`config.mk`:
```
export PLATFORM = sky130hd
export DESIGN_NAME = trace_credit
export DESIGN_NICKNAME = d
export VERILOG_FILES = /design/src/design/chip8_pkg.sv /design/src/design/trace_credit.sv
export SDC_FILE = /design/constraint.sdc
export NUM_CORES = 1
export LEC_CHECK = 0
export BUFFER_PORTS_ARGS = -buffer_cell sky130_fd_sc_hd__buf_2
export CORE_AREA = 2 2 39 41
export CTS_BUF_LIST = sky130_fd_sc_hd__clkbuf_4 sky130_fd_sc_hd__clkbuf_8
export CTS_CLUSTER_SIZE = 12
export DETAILED_ROUTE_END_ITERATION = 16
export DIE_AREA = 0 0 41 43
export PLACE_DENSITY = 0.73
export SLEW_MARGIN = 25
export SYNTH_ARGS = -nofsm -noshare
export SYNTH_HDL_FRONTEND = slang
export SYNTH_SLANG_ARGS = --single-unit
```
`constraint.sdc`:
```
create_clock -name clk -period 1.8 [get_ports clk]
set_input_delay 0.18 -clock clk [delete_from_list [all_inputs] [get_ports clk]]
set_output_delay 0.18 -clock clk [all_outputs]
set_load 0.01 [all_outputs]
```
`src/design/chip8_pkg.sv`:
```
`default_nettype none

package chip8_pkg;

   localparam int ADDR_WIDTH = 12;
   localparam int DATA_WIDTH = 8;
   localparam int VREG_AW    = 4;
   localparam int CREDIT_W   = 3;

   localparam logic [VREG_AW-1:0]    VF_INDEX      = 4'hF;
   localparam logic [ADDR_WIDTH-1:0] PROGRAM_BASE  = 12'h200;
   localparam logic [CREDIT_W-1:0]   TRACE_CREDITS = 3'd4;

   // top nibble of the instruction
   typedef enum logic [3:0] {
      SYS      = 4'h0,
      JP       = 4'h1,
      CALL     = 4'h2,
      SE_BYTE  = 4'h3,
      SNE_BYTE = 4'h4,
      SE_REG   = 4'h5,
      LD_BYTE  = 4'h6,
      ADD_BYTE = 4'h7,
      ALU      = 4'h8,
      SNE_REG  = 4'h9,
      LD_I     = 4'hA,
      JP_V0    = 4'hB,
      RND      = 4'hC,
      DRW      = 4'hD,
      SKP      = 4'hE,
      LD_MISC  = 4'hF
   } opcode_e;

   typedef enum logic [2:0] {
      IDLE,
      FETCH_HI,
      FETCH_LO,
      READ,
      EXEC,
      FLAG
   } seq_state_e;

   // encoded as the 8XY_ low nibble
   typedef enum logic [3:0] {
      MOV  = 4'h0,
      OR   = 4'h1,
      AND  = 4'h2,
      XOR  = 4'h3,
      ADD  = 4'h4,
      SUB  = 4'h5,
      SHR  = 4'h6,
      SUBN = 4'h7,
      SHL  = 4'hE
   } alu_op_e;

endpackage

`default_nettype wire

```
`src/design/trace_credit.sv`:
```
`timescale 1ns/1ps
`default_nettype none

module trace_credit
   import chip8_pkg::*;
(
   input  logic                  clk,
   input  logic                  arst_n_i,
   input  logic                  push_i,
   input  logic [VREG_AW-1:0]    push_reg_i,
   input  logic [DATA_WIDTH-1:0] push_data_i,
   input  logic                  trace_credit_i,
   output logic                  credit_avail_o,
   output logic                  trace_valid_o,
   output logic [VREG_AW-1:0]    trace_reg_o,
   output logic [DATA_WIDTH-1:0] trace_data_o
);

   logic [CREDIT_W-1:0] credits_q;

   always_ff @(posedge clk or negedge arst_n_i)
   begin
      if (!arst_n_i)
      begin
         credits_q     <= TRACE_CREDITS;
         trace_valid_o <= 1'b0;
      end
      else
      begin
         trace_valid_o <= push_i;
         case ({push_i, trace_credit_i})
            2'b10:   credits_q <= credits_q - CREDIT_W'(1);
            2'b01:   credits_q <= credits_q + CREDIT_W'(1);
            default: credits_q <= credits_q; // both or neither
         endcase
      end
   end

   always_ff @(posedge clk)
   begin
      if (push_i)
      begin
         trace_reg_o  <= push_reg_i;
         trace_data_o <= push_data_i;
      end
   end

   assign credit_avail_o = (credits_q != '0);

endmodule

`default_nettype wire

```
Word-level counts from Yosys, hierarchy flattened. Cells that the tools add are included.

Register bits after elaboration: 16. Input port bits: 16. Output and inout port bits: 14. Word-level logic and storage cells: 11.

$add $sub $neg: 2. Equal/unequal tests: 2. Mux-type cells: 1. Reduce and logical (&&, ||, !) cells: 2.

Operators by type and width (number): $pmux W3 S2 (1); $add A3 B1 Y3 const B (1); $reduce_bool A3 Y1 (1); $sub A3 B1 Y3 const B (1); $eq A2 B1 Y1 const B (1); $eq A2 B2 Y1 const B (1); $reduce_bool A2 Y1 (1).

Longest topological paths before layout.
Depth after elaboration: 2. Mapped depth: 7. Gate-level depth less buffers: 7.

Least setup slack after synthesis. OpenSTA, ideal clock, no wires.

Path type: reg2reg. Start point: reg credits_q[0]. End point: reg credits_q[2]. Library setup time: 0.075 ns. Arrival: 1.208 ns. Required time: 1.725 ns. Setup slack: 0.518 ns. Cell stages (with the launch flop): 5. Buffers on the path: 0. Clock period less this slack: 1.282 ns. Cells stage by stage: dfrtp_1 -> fa_1 -> xor2_1 -> nor2_1 -> xor2_1.

Cells in the longest elaborated chain, start to end: 2. Elaborated cells on any way between the ends: 3. Classes of those cells: add/sub: 2; mux: 1.

RTL lines: from (decl) (line trace_credit.sv:19) `logic [CREDIT_W-1:0] credits_q;`; from (signal assigned) (line trace_credit.sv:32) `2'b10: credits_q <= credits_q - CREDIT_W'(1);`; from (signal assigned) (line trace_credit.sv:33) `2'b01: credits_q <= credits_q + CREDIT_W'(1);`; from (signal assigned) (line trace_credit.sv:34) `default: credits_q <= credits_q;`; $add A3 B1 Y3 or $sub A3 B1 Y3 (tied branches) (line trace_credit.sv:33, trace_credit.sv:32); $pmux W3 S2 (*) (line trace_credit.sv:31) `case ({push_i, trace_credit_i})`.

Every way passes the cells marked *; elsewhere a longest branch is shown, timed or not. A chain may end at the register's enable or synchronous reset.

Worst setup path after layout.
Start point: reg credits_q[0]. End point: out credit_avail_o.

Cells in the longest elaborated chain, start to end: 1.

RTL lines: $reduce_bool A3 Y1 (line trace_credit.sv:48) `assign credit_avail_o = (credits_q != '0);`; to (decl) (line trace_credit.sv:13) `output logic credit_avail_o,`.

No other way between the ends.

==> impl_metrics.tcl <==
set metrics [dict create \
    intPower_uw 680 \
    fin_skew_ns 0.00253 \
    crit_chain "or3_1 > buf_2" \
    cts.sinks 16 \
    rsz0062_at_grt "false" \
    cp.arrival_ns 1.19 \
    cp_slowest_cell "dfrtp_1" \
    syn_avg_cell_area_sq_um 21.1 \
    seqPwrFrac_pct 56.9 \
    vias_per_cell 4.16 \
    slew_headroom_pct 89.9 \
    worstSetupPathType "reg -> out" \
    ant_nets 0 \
    post-place-ws_ns 0.377 \
    root_buffer "clkbuf_4" \
    post-cts-setup-buffer-count 0 \
    fillCellCount 129 \
    outcome "completed" \
    setup-tns-final_ns 0 \
    cts_buffers 3 \
    drt-total-wl_um 845 \
    max_cap_viol_count 0 \
    drive_gt1_share_pct 59.0 \
    place_area_sq_um 722 \
    min_path_type "in -> reg" \
    path_clk_slew_ns 0.08 \
    dp.cells 72 \
    p_clk_share_pct 24.7 \
    p_sw_uw 207 \
    netlist_instances 26 \
    htreeDepth 1 \
    first_global_vias 297 \
    io_buffers 29 \
    timing.fmax_mhz 729 \
    synth_seq_cells 16 \
    yosys-top-cells-area "edfxtp_1 (66%), dfrtp_1 (14%), dfstp_2 (4.8%)" \
    ys_async_sr_fraction_pct 25.0 \
    wl_met3_um 115 \
    swShare_pct 23.3 \
    grt_pass1_wl_um 1220 \
    drtPass1Iterations 2 \
    wire_per_inst_um 11.0 \
    p_leak_nw 0.347 \
    p_comb_share_pct 18.3 \
    gp_congestion 0.644 \
    netlist_top_cells_count "edfxtp_1 (12), dfrtp_1 (3), inv_1 (2), xor2_1 (2)" \
    synth_top_cell_by_area "edfxtp_1" \
    diodes 0 \
    vias 320 \
    grt_max_degree 14 \
    synth_most_common_cell "edfxtp_1" \
    power_per_cell_area_nw_per_um2 1150 \
    die_h_um 43 \
    area_growth_pct 39.9 \
    synth_ff_type "edfxtp_1" \
    setup_slack_ns 0.428 \
    startpoint_type "register" \
    ctsResizeCount 0 \
    crit_fanout 3 \
    stdcell_area_sq_um 768 \
    synth_top_area_share_pct 65.6 \
    hold_violations 0 \
    finalNetCount 80 \
    die-area_sq_um 1760 \
    die_w_um 41 \
    peakVddDrop_mv 0.664 \
    ios 30 \
    critPathTopFamily "flip-flops" \
    cp_slowest_stage_delay_ns 0.42 \
    synth_nets 44 \
    drt_iter0_drc 2 \
    fin_crit_ns 1.37 \
    drt-met1-wl_um 390 \
    drc 0 \
    final_cells 77 \
    synth_edf_count 12 \
    ys_warn_count 0 \
    initial_core_util_pct 39.7 \
    postLayoutCoreUtil_pct 55.5 \
    worstPathRequired_ns 1.62 \
    met2_length_um 333 \
    clockBufferDepth 2 \
    cts_tree "yes" \
    gr-total-overflow 0 \
    cp-end-kind "output port" \
    top_layer "met4" \
    antenna_found_initial 0 \
    worst-path-buf-inv 1 \
    period_share_pct 76.2 \
    netlist_area_sq_um 549 \
    clock_latency_ns 0.27 \
    rows 14 \
    synth_cell_types 11 \
    worstMarginPinSlew_ns 0.152 \
    design.core.area_sq_um 1380 \
    final-max-slew-violation-count 0 \
    setup_viol 0 \
    yosysSeqAreaShare_pct 84.1 \
    grt_usage_pct 10.6 \
]
-- timing repair --
action,in CTS,in global routing
hold buffers,1,0
setup endpoints to repair,0,0
hold endpoints to repair,4,0
-- cell usage in the layout, fill, tap and decap left out --
cell type	n
buf_4	1
or3_1	1
ha_1	1
clkbuf_4	3
dlygate4sd3_1	1
dfrtp_1	3
buf_2	29
mux2_2	1
dfstp_2	1
inv_1	2
fa_1	1
xor2_1	2
edfxtp_1	12
clkbuf_8	1
xnor2_1	1
nor2_1	1
-- sequential cells by signal, summed over array words and instances, names as in the netlist --
name	cells
trace_valid_o	1
trace_data_o	8
credits_q	3
trace_reg_o	4
-- worst register-to-register path: cells and delay by family (launching register included) --
family | cells | cell delay, ns
xor gates and xnor gates | 2 | 0.31
adders and majority gates | 1 | 0.44
DFF | 1 | 0.42
and+or+nand+nor | 1 | 0.11
-- power by group through the flow --
stage	logic (mW)	registers [mW]	clock network, mW
finish	0.163	0.505	0.219
global route	0.185	0.514	0.244
CTS	0.166	0.507	0.230
detailed placement	0.163	0.515	0
global placement	0.160	0.513	0
floorplan	0.0845	0.521	0
-- routing by layer --
layer / vias up / GRT usage (%)
li1: 164 / -
met1: 131 / 14.4
met2: 23 / 14.7
met3: 2 / 3.14
met4: 0 / 6.00
met5: - / 0
-- cell type report --
type,instances,area [sq um],area share (%)
multi-input combinational,8,80.1,10.4
inverter,2,7.51,0.977
timing repair buffer,31,163,21.2
sequential,16,462,60.1
tap,16,20.0,2.61
clock buffer,4,36.3,4.72
-- cells by family (layout without fill, tap and decap cells) --
| family | count (synthesis) | in the layout | share of synthesized area (%) |
|---|---|---|---|
| AND/OR/NAND/NOR | 2 | 2 | 1.82 |
| adder cells (fa/ha/maj) | 2 | 2 | 5.92 |
| multiplexers | 1 | 1 | 2.05 |
| flip-flops | 16 | 16 | 84.1 |
| buffers and inverters | 2 | 37 | 1.37 |
| XOR/XNOR | 3 | 3 | 4.78 |
-- path summary, 6_finish.rpt --
path	end	cells after the start	from	slack (ns)
min in group asynchronous	trace_valid_o$_DFF_PN0_	2	arst_n_i	0.24
setup / recovery	credit_avail_o	2	credits_q[0]$_DFFE_PN0P_	0.43
hold / removal	trace_reg_o[3]$_DFFE_PP_	1	push_reg_i[3]	0.08
hold reg to reg	credits_q[2]$_DFFE_PN1P_	1	credits_q[2]$_DFFE_PN1P_	0.53
setup reg to reg	credits_q[2]$_DFFE_PN1P_	4	credits_q[0]$_DFFE_PN0P_	0.46
max in group asynchronous	credits_q[2]$_DFFE_PN1P_	2	arst_n_i	1.35
-- stage by stage --
step	hold slack [ns]	total power, mW
floorplan	-0.116	0.606
CTS	0.0713	0.903
global route	0.0669	0.943
global placement	-0.00999	0.673
detailed placement	-0.00543	0.678
finish	0.0813	0.887
No activity file was read; power rests on OpenSTA's default activity.
