**config.mk**
```make
export PLATFORM = sky130hd
export DESIGN_NAME = v_regfile
export DESIGN_NICKNAME = d
export VERILOG_FILES = /design/src/design/chip8_pkg.sv /design/src/design/v_regfile.sv
export SDC_FILE = /design/constraint.sdc
export NUM_CORES = 1
export LEC_CHECK = 0
export BUFFER_PORTS_ARGS = -buffer_cell sky130_fd_sc_hd__buf_4
export CELL_PAD_IN_SITES_DETAIL_PLACEMENT = 1
export CELL_PAD_IN_SITES_GLOBAL_PLACEMENT = 1
export CORE_AREA = 5 5 141 143
export CTS_BUF_LIST = sky130_fd_sc_hd__clkbuf_8
export DETAILED_ROUTE_END_ITERATION = 10
export DIE_AREA = 0 0 146 148
export PLACE_DENSITY_LB_ADDON = 0.1
export SLEW_MARGIN = 20
export SYNTH_ARGS = -nofsm -noshare
export SYNTH_HDL_FRONTEND = slang
export SYNTH_SLANG_ARGS = --single-unit
```
**constraint.sdc**
```tcl
create_clock -name clk -period 4.55 [get_ports clk]
set_input_delay 0.2275 -clock clk [delete_from_list [all_inputs] [get_ports clk]]
set_output_delay 0.2275 -clock clk [all_outputs]
set_load 0.01 [all_outputs]
```
**src/design/chip8_pkg.sv**
```systemverilog
`default_nettype none

package chip8_pkg;

   localparam int ADDR_WIDTH = 12;
   localparam int DATA_WIDTH = 8;
   localparam int VREG_AW    = 4;
   localparam int CREDIT_W   = 3;

   localparam logic [VREG_AW-1:0]    VF_INDEX      = 4'hF;
   localparam logic [ADDR_WIDTH-1:0] PROGRAM_BASE  = 12'h200;
   localparam logic [CREDIT_W-1:0]   TRACE_CREDITS = 3'd4;

   // top nibble of the instruction
   typedef enum logic [3:0] {
      SYS      = 4'h0,
      JP       = 4'h1,
      CALL     = 4'h2,
      SE_BYTE  = 4'h3,
      SNE_BYTE = 4'h4,
      SE_REG   = 4'h5,
      LD_BYTE  = 4'h6,
      ADD_BYTE = 4'h7,
      ALU      = 4'h8,
      SNE_REG  = 4'h9,
      LD_I     = 4'hA,
      JP_V0    = 4'hB,
      RND      = 4'hC,
      DRW      = 4'hD,
      SKP      = 4'hE,
      LD_MISC  = 4'hF
   } opcode_e;

   typedef enum logic [2:0] {
      IDLE,
      FETCH_HI,
      FETCH_LO,
      READ,
      EXEC,
      FLAG
   } seq_state_e;

   // encoded as the 8XY_ low nibble
   typedef enum logic [3:0] {
      MOV  = 4'h0,
      OR   = 4'h1,
      AND  = 4'h2,
      XOR  = 4'h3,
      ADD  = 4'h4,
      SUB  = 4'h5,
      SHR  = 4'h6,
      SUBN = 4'h7,
      SHL  = 4'hE
   } alu_op_e;

endpackage

`default_nettype wire

```
**src/design/v_regfile.sv**
```systemverilog
`timescale 1ns/1ps
`default_nettype none

module v_regfile
   import chip8_pkg::*;
(
   input  logic                  clk,
   input  logic                  we_i,
   input  logic [VREG_AW-1:0]    waddr_i,
   input  logic [DATA_WIDTH-1:0] wdata_i,
   input  logic [VREG_AW-1:0]    raddr_x_i,
   input  logic [VREG_AW-1:0]    raddr_y_i,
   output logic [DATA_WIDTH-1:0] vx_q_o,
   output logic [DATA_WIDTH-1:0] vy_q_o
);

   logic [DATA_WIDTH-1:0] regs [2**VREG_AW];

   always_ff @(posedge clk)
   begin
      if (we_i)
      begin
         regs[waddr_i] <= wdata_i;
      end
      // same-index write in this cycle still reads the old value
      vx_q_o <= regs[raddr_x_i];
      vy_q_o <= regs[raddr_y_i];
   end

endmodule

`default_nettype wire

```
== Word level (Yosys, flattened, before mapping) ==
Memory sizes are Yosys's and may differ from the RTL's. A register that Yosys moved wholly into a read port is not among the register bits.
Index checks and enable logic that the tools add are counted.

* Magnitude comparators: 0
* Multiply operators: 0
* Eq/ne operators: 0
* Shift operators: 0
* Bitwise operators: 0
* Div/mod/pow operators: 0
* Add/sub/neg operators: 0
* Mux-type cells: 2
* Reduce and logical (&&, ||, !) cells: 0

{| class="wikitable"
|+ Operator list
! operator !! count
|-
| 1-bit two-way mux || 2
|}

* Bits in read-only memories: 0
* RAM bits: 128
* Memories: 1
* Register bits after elaboration: 0
* Logic and storage cells: 3
* Latch bits: 0
* Input port bits: 22

{| class="wikitable"
|+ Memory list
! name !! depth !! width !! rd ports !! clocked after memory_dff !! wr ports !! RTL line !! RTL
|-
| regs || 16 || 8 || 2 || 2 || 1 || v_regfile.sv:17 || <nowiki>logic [DATA_WIDTH-1:0] regs [2**VREG_AW];</nowiki>
|}

== Depth between registers and ports, before layout ==
Gate-level depths: netlist (run 1).

* Depth after elaboration: 2
* Gate-level depth with buffers: 5

== Least setup slack after synthesis (run 1) ==
OpenSTA, ideal clock, no wires.

* Kind: input-to-reg
* From: input port waddr_i[2]
* To: memory regs[0][0], enable pin
* Data required time: 4.167 ns
* Setup time: 0.383 ns
* Path slack: 2.830 ns
* Data arrival time: 1.337 ns
* Path buffers: 0
* Stages: 2
* Path through: or3b_2 nor3_1

{| class="wikitable"
|+ RTL lines
! element !! RTL line !! RTL
|-
| from (decl) || v_regfile.sv:9 || <nowiki>input logic [VREG_AW-1:0] waddr_i,</nowiki>
|-
| to (decl) || v_regfile.sv:17 ||
|}

No word-level cell before the write port.

== Final worst setup path (run 1) ==
* From: input port waddr_i[2]
* To: memory regs[2][5], enable pin

No word-level cell before the write port.

==> results of run 1 <==
routing by layer:
layer	up-vias	wire length (um)
met5	-	0
met4	0	220
met3	17	732
met2	79	8260
met1	1732	6800
li1	1417	-
critical path: cells and delay by family:
| family | cells | cell delay, ps |
|---|---|---|
| buffers and inverters | 1 | 120 |
| and+or+nand+nor | 2 | 1350 |
area by class of cell:
cell class                 instances  share of cell area (%)
tap                              234                    4.07
sequential                       144                    57.9
timing repair buffer              41                    4.28
clock buffer                      20                    3.83
multi-input combinational        143                    28.0
clock inverter                    12                    1.95
state kept, by name (all words and copies together), names as in the netlist:
| name | count |
|---|---|
| regs | 128 |
| vx_q_o | 8 |
| vy_q_o | 8 |
through the flow:
step	util, %	hold slack, ps	cells	instance area (um^2)	worst slack, ps
after floorplan	-	326	307	6350	2830
after global placement	36.7	543	562	6770	2480
after detailed placement	36.7	561	562	6780	2420
after CTS	39.0	67.6	594	7190	2940
after global routing	39.0	74.2	594	7190	2900
final	39.0	91.4	594	7190	2910
power by group through the flow:
stage          Sequential [mW]  Clock (mW)  Combinational (mW)
6_report                  1.49        1.06               0.235
5_1_grt                   1.50        1.13               0.253
4_1_cts                   1.50        1.08               0.242
3_5_place_dp              1.53           0               0.241
3_3_place_gp              1.52           0               0.239
2_1_floorplan             1.53           0               0.134
kinds of logic after synthesis:
kind of cell           after synthesis  synth area share [%]
AO/OA/AOI/OAI                       32                  3.79
buffers and inverters               20                  2.72
flip-flops                         144                  65.6
multiplexers                        64                  24.4
AND/OR/NAND/NOR                     47                  3.43
how the worst max path moves through the flow:
stage | slack, ps | from | end | depth (start not counted)
after floorplan | 2830 | waddr_i[2] | regs[0][0] | 2
final | 2910 | waddr_i[2] | regs[2][5] | 3
after detailed placement | 2420 | waddr_i[2] | regs[2][7] | 3
after CTS | 2940 | waddr_i[2] | regs[2][1] | 3
after global placement | 2480 | waddr_i[2] | regs[1][7] | 3
after global routing | 2900 | waddr_i[2] | regs[2][1] | 3
cell usage in the layout (no fill, tap or decap):
cell / n
nor2_2: 2
mux4_1: 28
or3b_2: 1
inv_1: 1
clkbuf_8: 20
and2_1: 2
nand3b_1: 2
nand2b_1: 2
mux4_2: 34
mux4_4: 2
edfxtp_1: 128
clkinv_2: 3
a22oi_1: 32
clkinv_4: 1
dfxtp_1: 16
clkinvlp_4: 2
buf_4: 41
nand2_1: 17
nor2b_1: 2
clkinv_1: 2
nor2_1: 12
bufinv_16: 3
nor3_1: 4
nand3_1: 1
and2b_1: 2
==> results.ini, run 1 <==
[sta]
hold_violations = 0
fin_crit_ps = 1640
setup_violations = 0
clock_skew_ps = 11.5
final.setup.tns_ps = 0
fmax_mhz = 610
rsz0062_at_grt = no
period_share_pct = 36.0
worst_slew_pin_slew_ps = 1160
slew_headroom_pct = 22.4
slew_viol_final = 0

[hold_path]
worstHoldStart = wdata_i[2]
holdPathStages = 1
whs_endpoint = regs[6][2]
min_path_type = in -> reg

[global_route]
grtUsageMet3_pct = 3.68
use_met1_pct = 19.1
track_usage_pct = 15.3
grt-busiest-layer = met2
grt_max_degree = 33
grt_pass1_wl_um = 23600
grt_remaining_overflow = 0
grt.met2_usage_pct = 26.5
antenna_found_initial = 0
grt_pass1_vias = 3542

[final_layout]
antenna_cells = 0
area_growth_pct = 13.4
multi_input_area_um2 = 2010
drive_gt1_share_pct = 30.3
regArea_um2 = 4160
nets = 369
fillers = 1775

[logic_synthesis]
synthCells = 307
synth_edf_count = 128
ys.flop_type = edfxtp_1
ys_top_cells_by_count = edfxtp_1, mux4_2, a22oi_1, mux4_1, nand2_1
ys_seq_area_share_pct = 65.6
synthTopCellsByArea = edfxtp_1, mux4_2, mux4_1, dfxtp_1, a22oi_1
synth-seq-cells = 144
mappedNetlistNets = 329
synth_top_area_share_pct = 60.6
ys_warn_count = 0
synth.avg_cell_area_um2 = 20.7
syn_area_um2 = 6350
synthArstFlopShare_pct = 0
yosysMostFrequentCell = edfxtp_1
yosys.area.top_type = edfxtp_1
ys_types = 20

[worst_setup_path]
path_cells = buf_4, or3b_2, nor2_1
r2r_slack_ps = 3040
start_kind = input port
crit_path_end_kind = register
cpPeakStageDelay_ps = 840
worstPathArrival_ps = 1700
crit_fanout = 8
path_class = in -> reg
cp_slowest_cell = nor2_1
reg2reg_depth = 3
required_ps = 4610
worstReg2RegStart = regs[0][0]
rr_endpoint = vx_q_o[0]

[clock_tree]
clock_sinks = 144
htree_levels = 4
root_buffer = clkbuf_8
cts_tree = built
clk_path_buf_depth = 2
cts_buffers = 17
clkTransAtPathRegs_ps = 80
cts_setup_buffers = 0
clkLatencyLatePin_ps = 450
cts-hold-fix-buffers = 0
cts_resized = 0

[flow_run]
drv_cap = 0

[die]
die_h_um = 148
die_area_um2 = 21600
coreArea_um2 = 18500
die-width_um = 146
fp-row-count = 50
ios = 38
initial_utilization_pct = 34.4

[placed_design]
place_congestion = 0.738
io_buffers = 37
dpl.hpwl_um = 10300

[power]
ir_drop_v = 0.000166
power.leakage_nw = 2.41
seqPwrFrac_pct = 53.6
p_sw_share_pct = 22.4
pwr-share-clk_pct = 38.0
power.total_mw = 2.79
comb_power_share_pct = 8.4
p_int_mw = 2.16
p_per_area_nw_per_um2 = 388
p_sw_mw = 0.624

[detailed_routing]
avgRoutedWirePerCell_um = 27.0
vias = 3245
drc = 0
ant_nets = 0
dr.pass1.iters = 4
drt-initial-drc-count = 225
drt_wl_total_um = 16000
vias_per_cell = 5.46

[status]
status = finished clean

Note: power is estimated with default switching activity, not from simulation.
==> run 2: changes to the inputs <==
==> constraint.sdc (replaced) <==
create_clock -name clk -period 1.43 [get_ports clk]
set_input_delay 0.0715 -clock clk [delete_from_list [all_inputs] [get_ports clk]]
set_output_delay 0.0715 -clock clk [all_outputs]
set_load 0.01 [all_outputs]
==> results.ini, run 2 (synthesized netlist as in run 1, its figures left out) <==
[detailed_routing]
vias_per_cell = 5.41  ; was 5.46
dr.pass1.iters = 5  ; was 4
vias = 3480  ; was 3245
drt-initial-drc-count = 266  ; was 225
ant_nets = 0  ; unchanged
drt_wl_total_um = 16900  ; was 16000 um
drc = 0  ; unchanged
avgRoutedWirePerCell_um = 26.3  ; was 27.0 um

[die]
die_area_um2 = 21600  ; unchanged
ios = 38  ; unchanged
initial_utilization_pct = 34.4  ; unchanged
fp-row-count = 50  ; unchanged
coreArea_um2 = 18500  ; unchanged
die-width_um = 146  ; unchanged
die_h_um = 148  ; unchanged

[placed_design]
io_buffers = 37  ; unchanged
dpl.hpwl_um = 11600  ; was 10300 um
placed_cells = 603  ; was 562
place_congestion = 0.762  ; was 0.738

[final_layout]
multi_input_area_um2 = 2050  ; was 2010 um^2
fin_cells = 643  ; was 594
utilization_pct = 42.2  ; was 39.0%
fillers = 1736  ; was 1775
regArea_um2 = 4160  ; unchanged
largest_register = regs  ; unchanged
layout_commonest_cell = edfxtp_1  ; unchanged
top_regs = regs (128), vx_q_o (8), vy_q_o (8)  ; unchanged
drive_gt1_share_pct = 38.9  ; was 30.3%
antenna_cells = 0  ; unchanged
area_growth_pct = 22.6  ; was 13.4%
largest_register_ffs = 128  ; unchanged
final_cell_mix = edfxtp_1, buf_4, mux4_2  ; unchanged
nets = 418  ; was 369

[worst_setup_path]
start_kind = register  ; was input port
cp_slowest_cell = mux4_4  ; was nor2_1
crit_path_end_kind = register  ; unchanged
worstPathArrival_ps = 1750  ; was 1700 ps
cpPeakStageDelay_ps = 620  ; was 840 ps
required_ps = 1740  ; was 4610 ps
crit_fanout = 2  ; was 8
path_cells = mux4_4, a22oi_2, nand2_1  ; was buf_4, or3b_2, nor2_1
path_class = reg -> reg  ; was in -> reg
r2r_slack_ps = -2  ; was 3040 ps

[clock_tree]
cts_setup_buffers = 0  ; unchanged
htree_levels = 4  ; unchanged
clk_path_buf_depth = 2  ; unchanged
cts_tree = built  ; unchanged
clock_sinks = 144  ; unchanged
clkLatencyLatePin_ps = 430  ; was 450 ps
root_buffer = clkbuf_8  ; unchanged
cts_buffers = 17  ; unchanged
clkTransAtPathRegs_ps = 80  ; about the same

[sta]
final.setup.tns_ps = -1.88  ; was 0 ps
clock_skew_ps = 11.5  ; about the same
slew_viol_final = 0  ; unchanged
slew_headroom_pct = 25.1  ; was 22.4%
period_share_pct = 100
setup_violations = 1  ; was 0
fin_crit_ps = 1430
rsz0062_at_grt = yes  ; was no
finalWorstSetupSlack_ps = -1.88  ; was 2910 ps
worst_slew_pin_slew_ps = 1120  ; was 1160 ps
hold_violations = 0  ; unchanged
fmax_mhz = 698

[global_route]
antenna_found_initial = 0  ; unchanged
track_usage_pct = 16.2  ; was 15.3%
grtUsageMet3_pct = 2.91  ; was 3.68%
grt_max_degree = 17  ; was 33
grt-busiest-layer = met2  ; unchanged
grt_pass1_vias = 3752  ; was 3542
grt_remaining_overflow = 0  ; unchanged
grt.met2_usage_pct = 27.1  ; was 26.5%
grt_pass1_wl_um = 24800  ; was 23600 um
use_met1_pct = 21.9  ; was 19.1%

[flow_run]
drv_cap = 0  ; unchanged

[power]
ir_drop_v = 0.000564  ; was 0.000166 V
power.total_mw = 9.35  ; was 2.79 mW
p_per_area_nw_per_um2 = 1200  ; was 388 nW/um^2
power.leakage_nw = 2.72  ; was 2.41 nW

[status]
status = finished with violations  ; was finished clean
failed_checks = setup timing

[hold_path]
min_path_type = in -> reg  ; unchanged

run 2: report_power, final:
part / total [mW] / internal [mW] / switching, mW
Clock: 3.71 / 2.25 / 1.46
Combinational: 0.876 / 0.444 / 0.433
Sequential: 4.75 / 4.70 / 0.0521
run 2: critical path, delay by kind of cell, from the launching register on:
| kind | cells | cell delay, ps |
|---|---|---|
| AND/OR/NAND/NOR | 1 | 90 |
| AO/OA/AOI/OAI | 1 | 190 |
| multiplexers | 1 | 620 |
| flip-flops | 1 | 410 |
run 2: through the flow:
stage          hold WS, ps  cell area, um^2  worst slack (ps)
2_1_floorplan          170             6350              92.4
3_3_place_gp           376             7200              -206
3_5_place_dp           382             7200              -211
4_1_cts               94.1             7760             -11.5
5_1_grt               92.3             7780             -62.9
6_report               134             7780             -1.88
run 2: repair_timing:
| item | in CTS | in global routing |
|---|---|---|
| resized for setup | 2 | 6 |
| endpoints found under the hold margin | 128 | 0 |
| setup endpoints to repair | 3 | 7 |
| pin swaps | 1 | 1 |
| hold buffers | 8 | 0 |
run 2: per-layer routing:
metal	wire, um	share of wire (%)
met5	0	0
met4	121	0.71
met3	491	2.9
met2	8470	50
met1	7860	46
run 2: cell type report:
cell class | instances | area share (%)
clock buffers | 21 | 3.71
repair buffers | 90 | 10.4
well taps | 234 | 3.76
multi-input cells | 143 | 26.3
clock inverters | 11 | 2.35
flip-flops and latches | 144 | 53.5
run 2: path summary, 6_finish.rpt:
path	end	depth (start not counted)	startpoint
setup / recovery	vx_q_o[0]	3	regs[0][0]
hold / removal	regs[0][0]	3	waddr_i[0]
setup reg to reg	vx_q_o[0]	3	regs[0][0]
hold reg to reg	vx_q_o[5]	3	regs[14][5]
