`src/design/chip8_pkg.sv`:
```
`default_nettype none

package chip8_pkg;

   localparam int ADDR_WIDTH = 12;
   localparam int DATA_WIDTH = 8;
   localparam int VREG_AW    = 4;
   localparam int CREDIT_W   = 3;

   localparam logic [VREG_AW-1:0]    VF_INDEX      = 4'hF;
   localparam logic [ADDR_WIDTH-1:0] PROGRAM_BASE  = 12'h200;
   localparam logic [CREDIT_W-1:0]   TRACE_CREDITS = 3'd4;

   // top nibble of the instruction
   typedef enum logic [3:0] {
      SYS      = 4'h0,
      JP       = 4'h1,
      CALL     = 4'h2,
      SE_BYTE  = 4'h3,
      SNE_BYTE = 4'h4,
      SE_REG   = 4'h5,
      LD_BYTE  = 4'h6,
      ADD_BYTE = 4'h7,
      ALU      = 4'h8,
      SNE_REG  = 4'h9,
      LD_I     = 4'hA,
      JP_V0    = 4'hB,
      RND      = 4'hC,
      DRW      = 4'hD,
      SKP      = 4'hE,
      LD_MISC  = 4'hF
   } opcode_e;

   typedef enum logic [2:0] {
      IDLE,
      FETCH_HI,
      FETCH_LO,
      READ,
      EXEC,
      FLAG
   } seq_state_e;

   // encoded as the 8XY_ low nibble
   typedef enum logic [3:0] {
      MOV  = 4'h0,
      OR   = 4'h1,
      AND  = 4'h2,
      XOR  = 4'h3,
      ADD  = 4'h4,
      SUB  = 4'h5,
      SHR  = 4'h6,
      SUBN = 4'h7,
      SHL  = 4'hE
   } alu_op_e;

endpackage

`default_nettype wire

```
`src/design/sequencer.sv`:
```
`timescale 1ns/1ps
`default_nettype none

module sequencer
   import chip8_pkg::*;
(
   input  logic                  clk,
   input  logic                  arst_n_i,
   input  logic                  run_i,
   output logic [ADDR_WIDTH-1:0] mem_addr_o,
   input  logic [DATA_WIDTH-1:0] mem_data_i,
   input  logic [DATA_WIDTH-1:0] vx_q_i,
   input  logic [DATA_WIDTH-1:0] vy_q_i,
   output logic [VREG_AW-1:0]    raddr_x_o,
   output logic [VREG_AW-1:0]    raddr_y_o,
   output logic                  reg_we_o,
   output logic [VREG_AW-1:0]    reg_waddr_o,
   output logic [DATA_WIDTH-1:0] reg_wdata_o,
   output alu_op_e               alu_op_o,
   input  logic [DATA_WIDTH-1:0] alu_result_i,
   input  logic                  alu_flag_i,
   input  logic                  credit_avail_i,
   output logic                  push_o,
   output logic                  halted_o
);

   seq_state_e            state_q;
   seq_state_e            state_d;
   logic [ADDR_WIDTH-1:0] pc_q;
   logic [DATA_WIDTH-1:0] ir_hi_q;
   logic [DATA_WIDTH-1:0] ir_lo_q;
   logic                  flag_q;
   logic                  halted_q;
   opcode_e               opcode;
   logic [ADDR_WIDTH-1:0] nnn;
   logic                  alu_valid;
   logic                  alu_has_flag;
   logic                  exec_we;
   logic                  skip_taken;
   logic                  self_jump;
   logic                  wants_write;
   logic                  write_go;

   assign opcode    = opcode_e'(ir_hi_q[7:4]);
   assign nnn       = {ir_hi_q[3:0], ir_lo_q};
   assign self_jump = (opcode == JP) && (nnn == pc_q - ADDR_WIDTH'(2)); // pc already advanced

   assign mem_addr_o = (state_q == FETCH_LO) ? pc_q + ADDR_WIDTH'(1) : pc_q;
   assign raddr_x_o  = (opcode == JP_V0) ? '0 : ir_hi_q[3:0];
   // low byte is still on the memory output during READ
   assign raddr_y_o  = (state_q == READ) ? mem_data_i[7:4] : ir_lo_q[7:4];

   always_comb
   begin
      case (ir_lo_q[3:0])
         4'h0, 4'h1, 4'h2, 4'h3, 4'h4, 4'h5, 4'h6, 4'h7, 4'hE:
         begin
            alu_op_o  = alu_op_e'(ir_lo_q[3:0]);
            alu_valid = 1'b1;
         end
         default:
         begin
            alu_op_o  = MOV;
            alu_valid = 1'b0; // unknown 8XY_ is a no-op
         end
      endcase
      alu_has_flag = alu_valid && (alu_op_o inside {ADD, SUB, SHR, SUBN, SHL});
   end

   always_comb
   begin
      exec_we    = 1'b0;
      skip_taken = 1'b0;
      case (opcode)
         LD_BYTE:  exec_we    = 1'b1;
         ADD_BYTE: exec_we    = 1'b1;
         ALU:      exec_we    = alu_valid;
         SE_BYTE:  skip_taken = (vx_q_i == ir_lo_q);
         SNE_BYTE: skip_taken = (vx_q_i != ir_lo_q);
         SE_REG:   skip_taken = (ir_lo_q[3:0] == 4'h0) && (vx_q_i == vy_q_i);
         SNE_REG:  skip_taken = (ir_lo_q[3:0] == 4'h0) && (vx_q_i != vy_q_i);
         default:  exec_we    = 1'b0;
      endcase
   end

   assign wants_write = ((state_q == EXEC) && exec_we) || (state_q == FLAG);
   assign write_go    = wants_write && credit_avail_i;
   assign reg_we_o    = write_go;
   assign push_o      = write_go;
   assign reg_waddr_o = (state_q == FLAG) ? VF_INDEX : ir_hi_q[3:0];

   always_comb
   begin
      if (state_q == FLAG)
         reg_wdata_o = {{(DATA_WIDTH-1){1'b0}}, flag_q};
      else if (opcode == LD_BYTE)
         reg_wdata_o = ir_lo_q;
      else if (opcode == ADD_BYTE)
         reg_wdata_o = vx_q_i + ir_lo_q; // wraps, VF untouched
      else
         reg_wdata_o = alu_result_i;
   end

   always_comb
   begin
      state_d = state_q;
      case (state_q)
         IDLE:     if (run_i && !halted_q) state_d = FETCH_HI;
         FETCH_HI: state_d = FETCH_LO;
         FETCH_LO: state_d = READ;
         READ:     state_d = EXEC;
         EXEC:
         begin
            if (wants_write && !credit_avail_i)
               state_d = EXEC; // hold for credit
            else if ((opcode == ALU) && alu_has_flag)
               state_d = FLAG;
            else if (self_jump)
               state_d = IDLE;
            else
               state_d = FETCH_HI;
         end
         FLAG:     if (credit_avail_i) state_d = FETCH_HI;
         default:  state_d = IDLE;
      endcase
   end

   always_ff @(posedge clk or negedge arst_n_i)
   begin
      if (!arst_n_i)
      begin
         state_q  <= IDLE;
         pc_q     <= PROGRAM_BASE;
         halted_q <= 1'b0;
      end
      else
      begin
         state_q <= state_d;
         if (state_q == FETCH_LO)
         begin
            pc_q <= pc_q + ADDR_WIDTH'(2);
         end
         else if (state_q == EXEC)
         begin
            if (opcode == JP)
            begin
               pc_q <= nnn;
               if (self_jump)
                  halted_q <= 1'b1;
            end
            else if (opcode == JP_V0)
               pc_q <= nnn + ADDR_WIDTH'(vx_q_i); // V0 on port x
            else if (skip_taken)
               pc_q <= pc_q + ADDR_WIDTH'(2);
         end
      end
   end

   always_ff @(posedge clk)
   begin
      if (state_q == FETCH_LO)
         ir_hi_q <= mem_data_i;
      if (state_q == READ)
         ir_lo_q <= mem_data_i;
      if (state_q == EXEC)
         flag_q <= alu_flag_i; // VF value for a held FLAG
   end

   assign halted_o = halted_q;

endmodule

`default_nettype wire

```
`config.mk`:
```
export PLATFORM = sky130hd
export DESIGN_NAME = sequencer
export DESIGN_NICKNAME = d
export VERILOG_FILES = /design/src/design/chip8_pkg.sv /design/src/design/sequencer.sv
export SDC_FILE = /design/constraint.sdc
export NUM_CORES = 1
export LEC_CHECK = 0
export BUFFER_PORTS_ARGS = -buffer_cell sky130_fd_sc_hd__clkbuf_2
export CORE_ASPECT_RATIO = 0.9
export CORE_MARGIN = 1
export CORE_UTILIZATION = 49
export CTS_CLUSTER_DIAMETER = 50
export CTS_CLUSTER_SIZE = 30
export DETAILED_ROUTE_END_ITERATION = 8
export GPL_TIMING_DRIVEN = 1
export PLACE_DENSITY = 0.71
export SLEW_MARGIN = 10
export SYNTH_ARGS = -nofsm -noshare
export SYNTH_HDL_FRONTEND = slang
export SYNTH_SLANG_ARGS = --single-unit
```
`constraint.sdc`:
```
create_clock -name clk -period 9.1 [get_ports clk]
set_clock_uncertainty 0.2 [all_clocks]
set_input_delay 2.275 -clock clk [delete_from_list [all_inputs] [get_ports clk]]
set_output_delay 2.275 -clock clk [all_outputs]
set_load 0.01 [all_outputs]
```
# Word-level counts from Yosys, hierarchy flattened
# Cells that the tools add are included.
[totals] reg_bits=33 latchBits=0 ramBits=0 rom_bits=0 in_bits=37 out_inout_bits=39 wordCells=90 mem_count=0
[op_classes] n_addsub=5 multipliers=0 n_div=0 order_cmp=0 n_eq_ne=34 n_shift=0 n_mux=22 bitwise=1 reduce_logical=22
[ops] op="12-bit two-way mux" n=6
[ops] op="4-bit by 3-bit == test with 1-bit output (second input constant)" n=12
[ops] op="8-bit two-way mux" n=3
[ops] op="4-bit == test (second input constant)" n=5
[ops] op="3-bit case mux with 6 select lines" n=1
[ops] op="8-bit == test" n=2
[ops] op="4-bit two-way mux" n=4
[ops] op="8-bit inequality test" n=2
[ops] op="12-bit by 1-bit adder with 12-bit output (second input constant)" n=1
[ops] op="12-bit by 2-bit adder with 12-bit output (second input constant)" n=1
[ops] op="12-bit by 8-bit adder with 12-bit output" n=1
[ops] op="12-bit == test" n=1
[ops] op="4-bit by 2-bit == test with 1-bit output (second input constant)" n=3
[ops] op="3-bit two-way mux" n=4
[ops] op="12-bit by 2-bit subtractor with 12-bit output (second input constant)" n=1
[ops] op="1-bit logical AND" n=9
[ops] op="9-bit OR reduction" n=1
[ops] op="8-bit adder" n=1
[ops] op="4-bit by 1-bit == test with 1-bit output (second input constant)" n=2
[ops] op="3-bit by 2-bit == test with 1-bit output (second input constant)" n=2
[ops] op="3-bit == test (second input constant)" n=2
[ops] op="5-bit nonzero test" n=1
[ops] op="4-bit logical NOT" n=1
[ops] op="2-bit inequality test (second input constant)" n=2
[ops] op="other kinds (13)" n=16

# Logic depth before layout (Yosys ltp)
[logic_depth] depth_word=10 depth_mapped=9 depth_no_buf=9

# Least setup slack after synthesis
# OpenSTA, ideal clock, no wires.
[synth_timing] kind="input-to-output" start="input port vx_q_i[0]" end="output port reg_wdata_o[6]" arrival_ps=3895 required_time_ps=6625 slack_ps=2730 stages=7 n_path_buf=0 path_cell_list="ha_1 fa_1 a211oi_1 o21ai_0 xor2_1 mux2i_1 a211oi_1"
[synth_via] elab_chain_cells=4
[synth_lines] item="start, declared" line_no="sequencer.sv:12" source="input logic [DATA_WIDTH-1:0] vx_q_i,"
[synth_lines] item="8-bit adder" line_no="sequencer.sv:99" source="reg_wdata_o = vx_q_i + ir_lo_q;"
[synth_lines] item="8-bit two-way mux" line_no="sequencer.sv:98" source="else if (opcode == ADD_BYTE)"
[synth_lines] item="8-bit two-way mux" line_no="sequencer.sv:96" source="else if (opcode == LD_BYTE)"
[synth_lines] item="8-bit two-way mux" line_no="sequencer.sv:94" source="if (state_q == FLAG)"
[synth_lines] item="end, declared" line_no="sequencer.sv:18" source="output logic [DATA_WIDTH-1:0] reg_wdata_o,"
# No other way between the ends.

# Worst setup path after layout
# Ends and elaborated chain as after synthesis.

==> results.md <==
* Core area at 5823 um2
* Synth-to-Final Area Change at 16.32%
* Synth Area in Adders at 0.05192
* Via/cell ratio at between 6 and 7
* Failing checks: design-rule violations
* Wire per inst at roughly 18 um
* Routed via count at a little over 3000
* Syn. warnings at 0
* Status: finished with violations
* Post-CTS Setup Bufs at 0
* Cell Count, Final, Fillers Out at between 400 and 500
* Flops & latches, synth at 33
* Max Fanout on Critical Path at 3
* Largest net degree at the start of global routing at 23
* Worst VDD drop at 0.1751 mV
* Detailed placement HPWL at slightly below 7 mm
* CP Capture Type: output port
* Hold path endpoint: halted_o$_DFFE_PN0P_
* Pwr Density at ~300 nW/um2
* Proportion of synthesized area in mux cells at 0.04120
* Main flop type after synthesis: edfxtp_1
* R2R cell count at 6
* RD Place Congestion at around 0.93
* Relative slew slack at 0.4544
* Die area at between 6000 and 7000 um2
* Vias in the first global route at about 2800
* Setup repair after global routing missed its margin: false
* Fin. Hold Viols at 0
* Max H-tree Level at 2
* PostCTS Resize Cnt at 0
* ANT nets after route at 0
* Critical Path Source Type: input pin
* Critical path type: in -> out
* Initial antenna violation count at 0
* Num ports at between 70 and 80
* CTS clk-pin slew, worst paths at roughly 70 ps
* Gr ovfl total at 0
* Input/output buffers at 75
* Initial cell density of the core at 0.5215
* CP required at approximately 6600 ps
* EDFF count, synth at 17
* Layout cell share with drive strength beyond 1 at 0.2266
* Synth cell count leaders: 41 x nor2_1, 41 x xnor2_1, 23 x a21oi_1, 18 x nand2_1, 17 x edfxtp_1
* Final setup TNS at 0 ps
* Mapped Area at between 3000 and 4000 um2
* Number of CTS-inserted buffers at 5
* Ant diodes at 0
* Die Height at approximately 77 um
* Hold path start: halted_o$_DFFE_PN0P_
* GRT Resource Usage Total at 0.2812
* Post-synth cell types at 55
* TritonCTS clock tree: yes
* Setup-failing EPs final at 0
* Fmax at between 100 and 150 MHz
* Synth Area in XOR/XNOR at 0.1413
* CTS max path bufs at 2
* HP Class: reg -> reg
* Maximum capacitance violations at 0
* Synth top area share at 0.1681
* Leading area contributor after synthesis: edfxtp_1
* Routed wire length at approximately 9 mm
* DR pass1 iterations at 7
* First-pass GRT wire length at about 14 mm
* WHS Path Cells at 1
* Hold_buf cts at 0
* RR Startpoint: ir_hi_q[4]$_DFFE_PP_
* Mapped Cells at about 360
* Pleak at approximately 1.5 nW
* Top cells by area, synth: edfxtp_1 17%, dfrtp_1 12%, xnor2_1 12%
* # DRC at 2
* Largest family of logic cells by synthesized area: simple AND/OR/NAND/NOR gates
* Pwr Total at between 1 and 1.5 mW
* Period Utilization, post-route at 0.7357
* Post-layout minimum cycle time at around 6700 ps
* Post-Synth Simple-Gate Area at 0.2291
* Slew Viols, Final at 0
* Placed cells at just under 500
* Mean post-synth cell area at 8.389 um2
* Iter 0 DRT Violations at ~300
* Syn Nets at slightly above 400
* Asr flop ratio synth at 0.4848
* Root buf cell: clkbuf_8
* Insertion delay to the later sink of the worst-skew pair at between 200 and 300 ps
* Clock sink count at 33
* # rows at 26
* Compound-Gate Fraction of Synth Area at 0.1895
* FF-to-FF setup slack at 5910 ps
* R2R Path End: state_q[0]$_DFFE_PN0P_
* Crit path DAT at approximately 4200 ps
* Post-synthesis sequential area ratio at 0.3004
* Worst-Margin Slew at between 800 and 900 ps
* Die Span X at 84.98 um
* NumNets Final at between 400 and 500
==> through the flow <==
step,hold slack (ps),cell area (um2),util,setup slack [ps]
after floorplan,241.6,3037,-,2730
after global placement,265.3,3422,0.5877,2477
after detailed placement,270.9,3422,0.5877,2413
after CTS,287.5,3532,0.6066,2397
after global routing,307.7,3532,0.6066,2184
final,282.4,3532,0.6066,2405
==> cell families after synthesis <==
group,Yosys count
xor gates and xnor gates,49
buffers and inverters,33
AOI/OAI and AO/OA,88
adders and majority gates,12
muxes,12
DFF,33
and+or+nand+nor,135
==> final cells by class <==
cell class | instances | area, um2
Inverter | 15 | 56.30
Timing Repair Buffer | 76 | 382.9
Multi-Input combinational cell | 296 | 1983
Clock inverter | 3 | 41.29
Fill cell | 541 | 2291
Sequential cell | 33 | 912.1
Tap cell | 70 | 87.58
Clock buffer | 5 | 68.82
==> worst max path at each step <==
| stage | from | to | slack, ps | cells after the start |
|---|---|---|---|---|
| after global routing | vx_q_i[0] | reg_wdata_o[6] | 2180 | 9 |
| final | vx_q_i[0] | reg_wdata_o[6] | 2400 | 9 |
| after detailed placement | vx_q_i[0] | reg_wdata_o[6] | 2410 | 9 |
| after floorplan | vx_q_i[0] | reg_wdata_o[6] | 2730 | 7 |
| after global placement | vx_q_i[0] | reg_wdata_o[6] | 2480 | 9 |
| after CTS | vx_q_i[0] | reg_wdata_o[6] | 2400 | 9 |
==> flip-flops by register name, indices dropped and copies added (netlist names) <==
name,flops
ir_lo_q,8
state_q,3
ir_hi_q,8
pc_q,12
halted_o,1
flag_q,1
==> where the power goes <==
part	internal [mW]	switching, mW
Clock	0.0806	0.0584
Combinational	0.262	0.341
Sequential	0.221	0.118
==> worst max-delay path, cell delays in order <==
cell and delay, ps:
clkbuf_2 100, ha_1 220, fa_1 430, a211oi_1 290, o21ai_0 150, xor2_1 210, mux2i_1 110, a211oi_1 260
clkbuf_2 170
==> routing by layer <==
| metal | vias to the layer above | wire length (um) | GRT usage |
|---|---|---|---|
| met1 | 1446 | 3964 | 0.4015 |
| li1 | 1445 | - | - |
| met2 | 146 | 4133 | 0.4331 |
| met4 | 0 | 146 | 0.07966 |
| met5 | - | 0 | 0 |
| met3 | 16 | 745 | 0.05382 |
==> cells in the final DEF (no fill, tap or decap), types with 5 or more instances in the layout <==
master    count
nor4_1        5
o22ai_1       7
xnor2_1      41
inv_1        15
xor2_1        8
nand2_1      18
or3_1         7
ha_1         11
nor2_1       41
dfrtp_1      15
clkbuf_8      5
nand3_1       8
o21ai_0      15
a221oi_1      5
edfxtp_1     17
clkbuf_2     75
a21o_1        6
mux2i_1       8
nor2b_1       9
and2_1        9
nand4_1       6
nor3_1       13
a211oi_1      9
a21oi_1      23
Note: power is estimated with default switching activity, not from simulation.
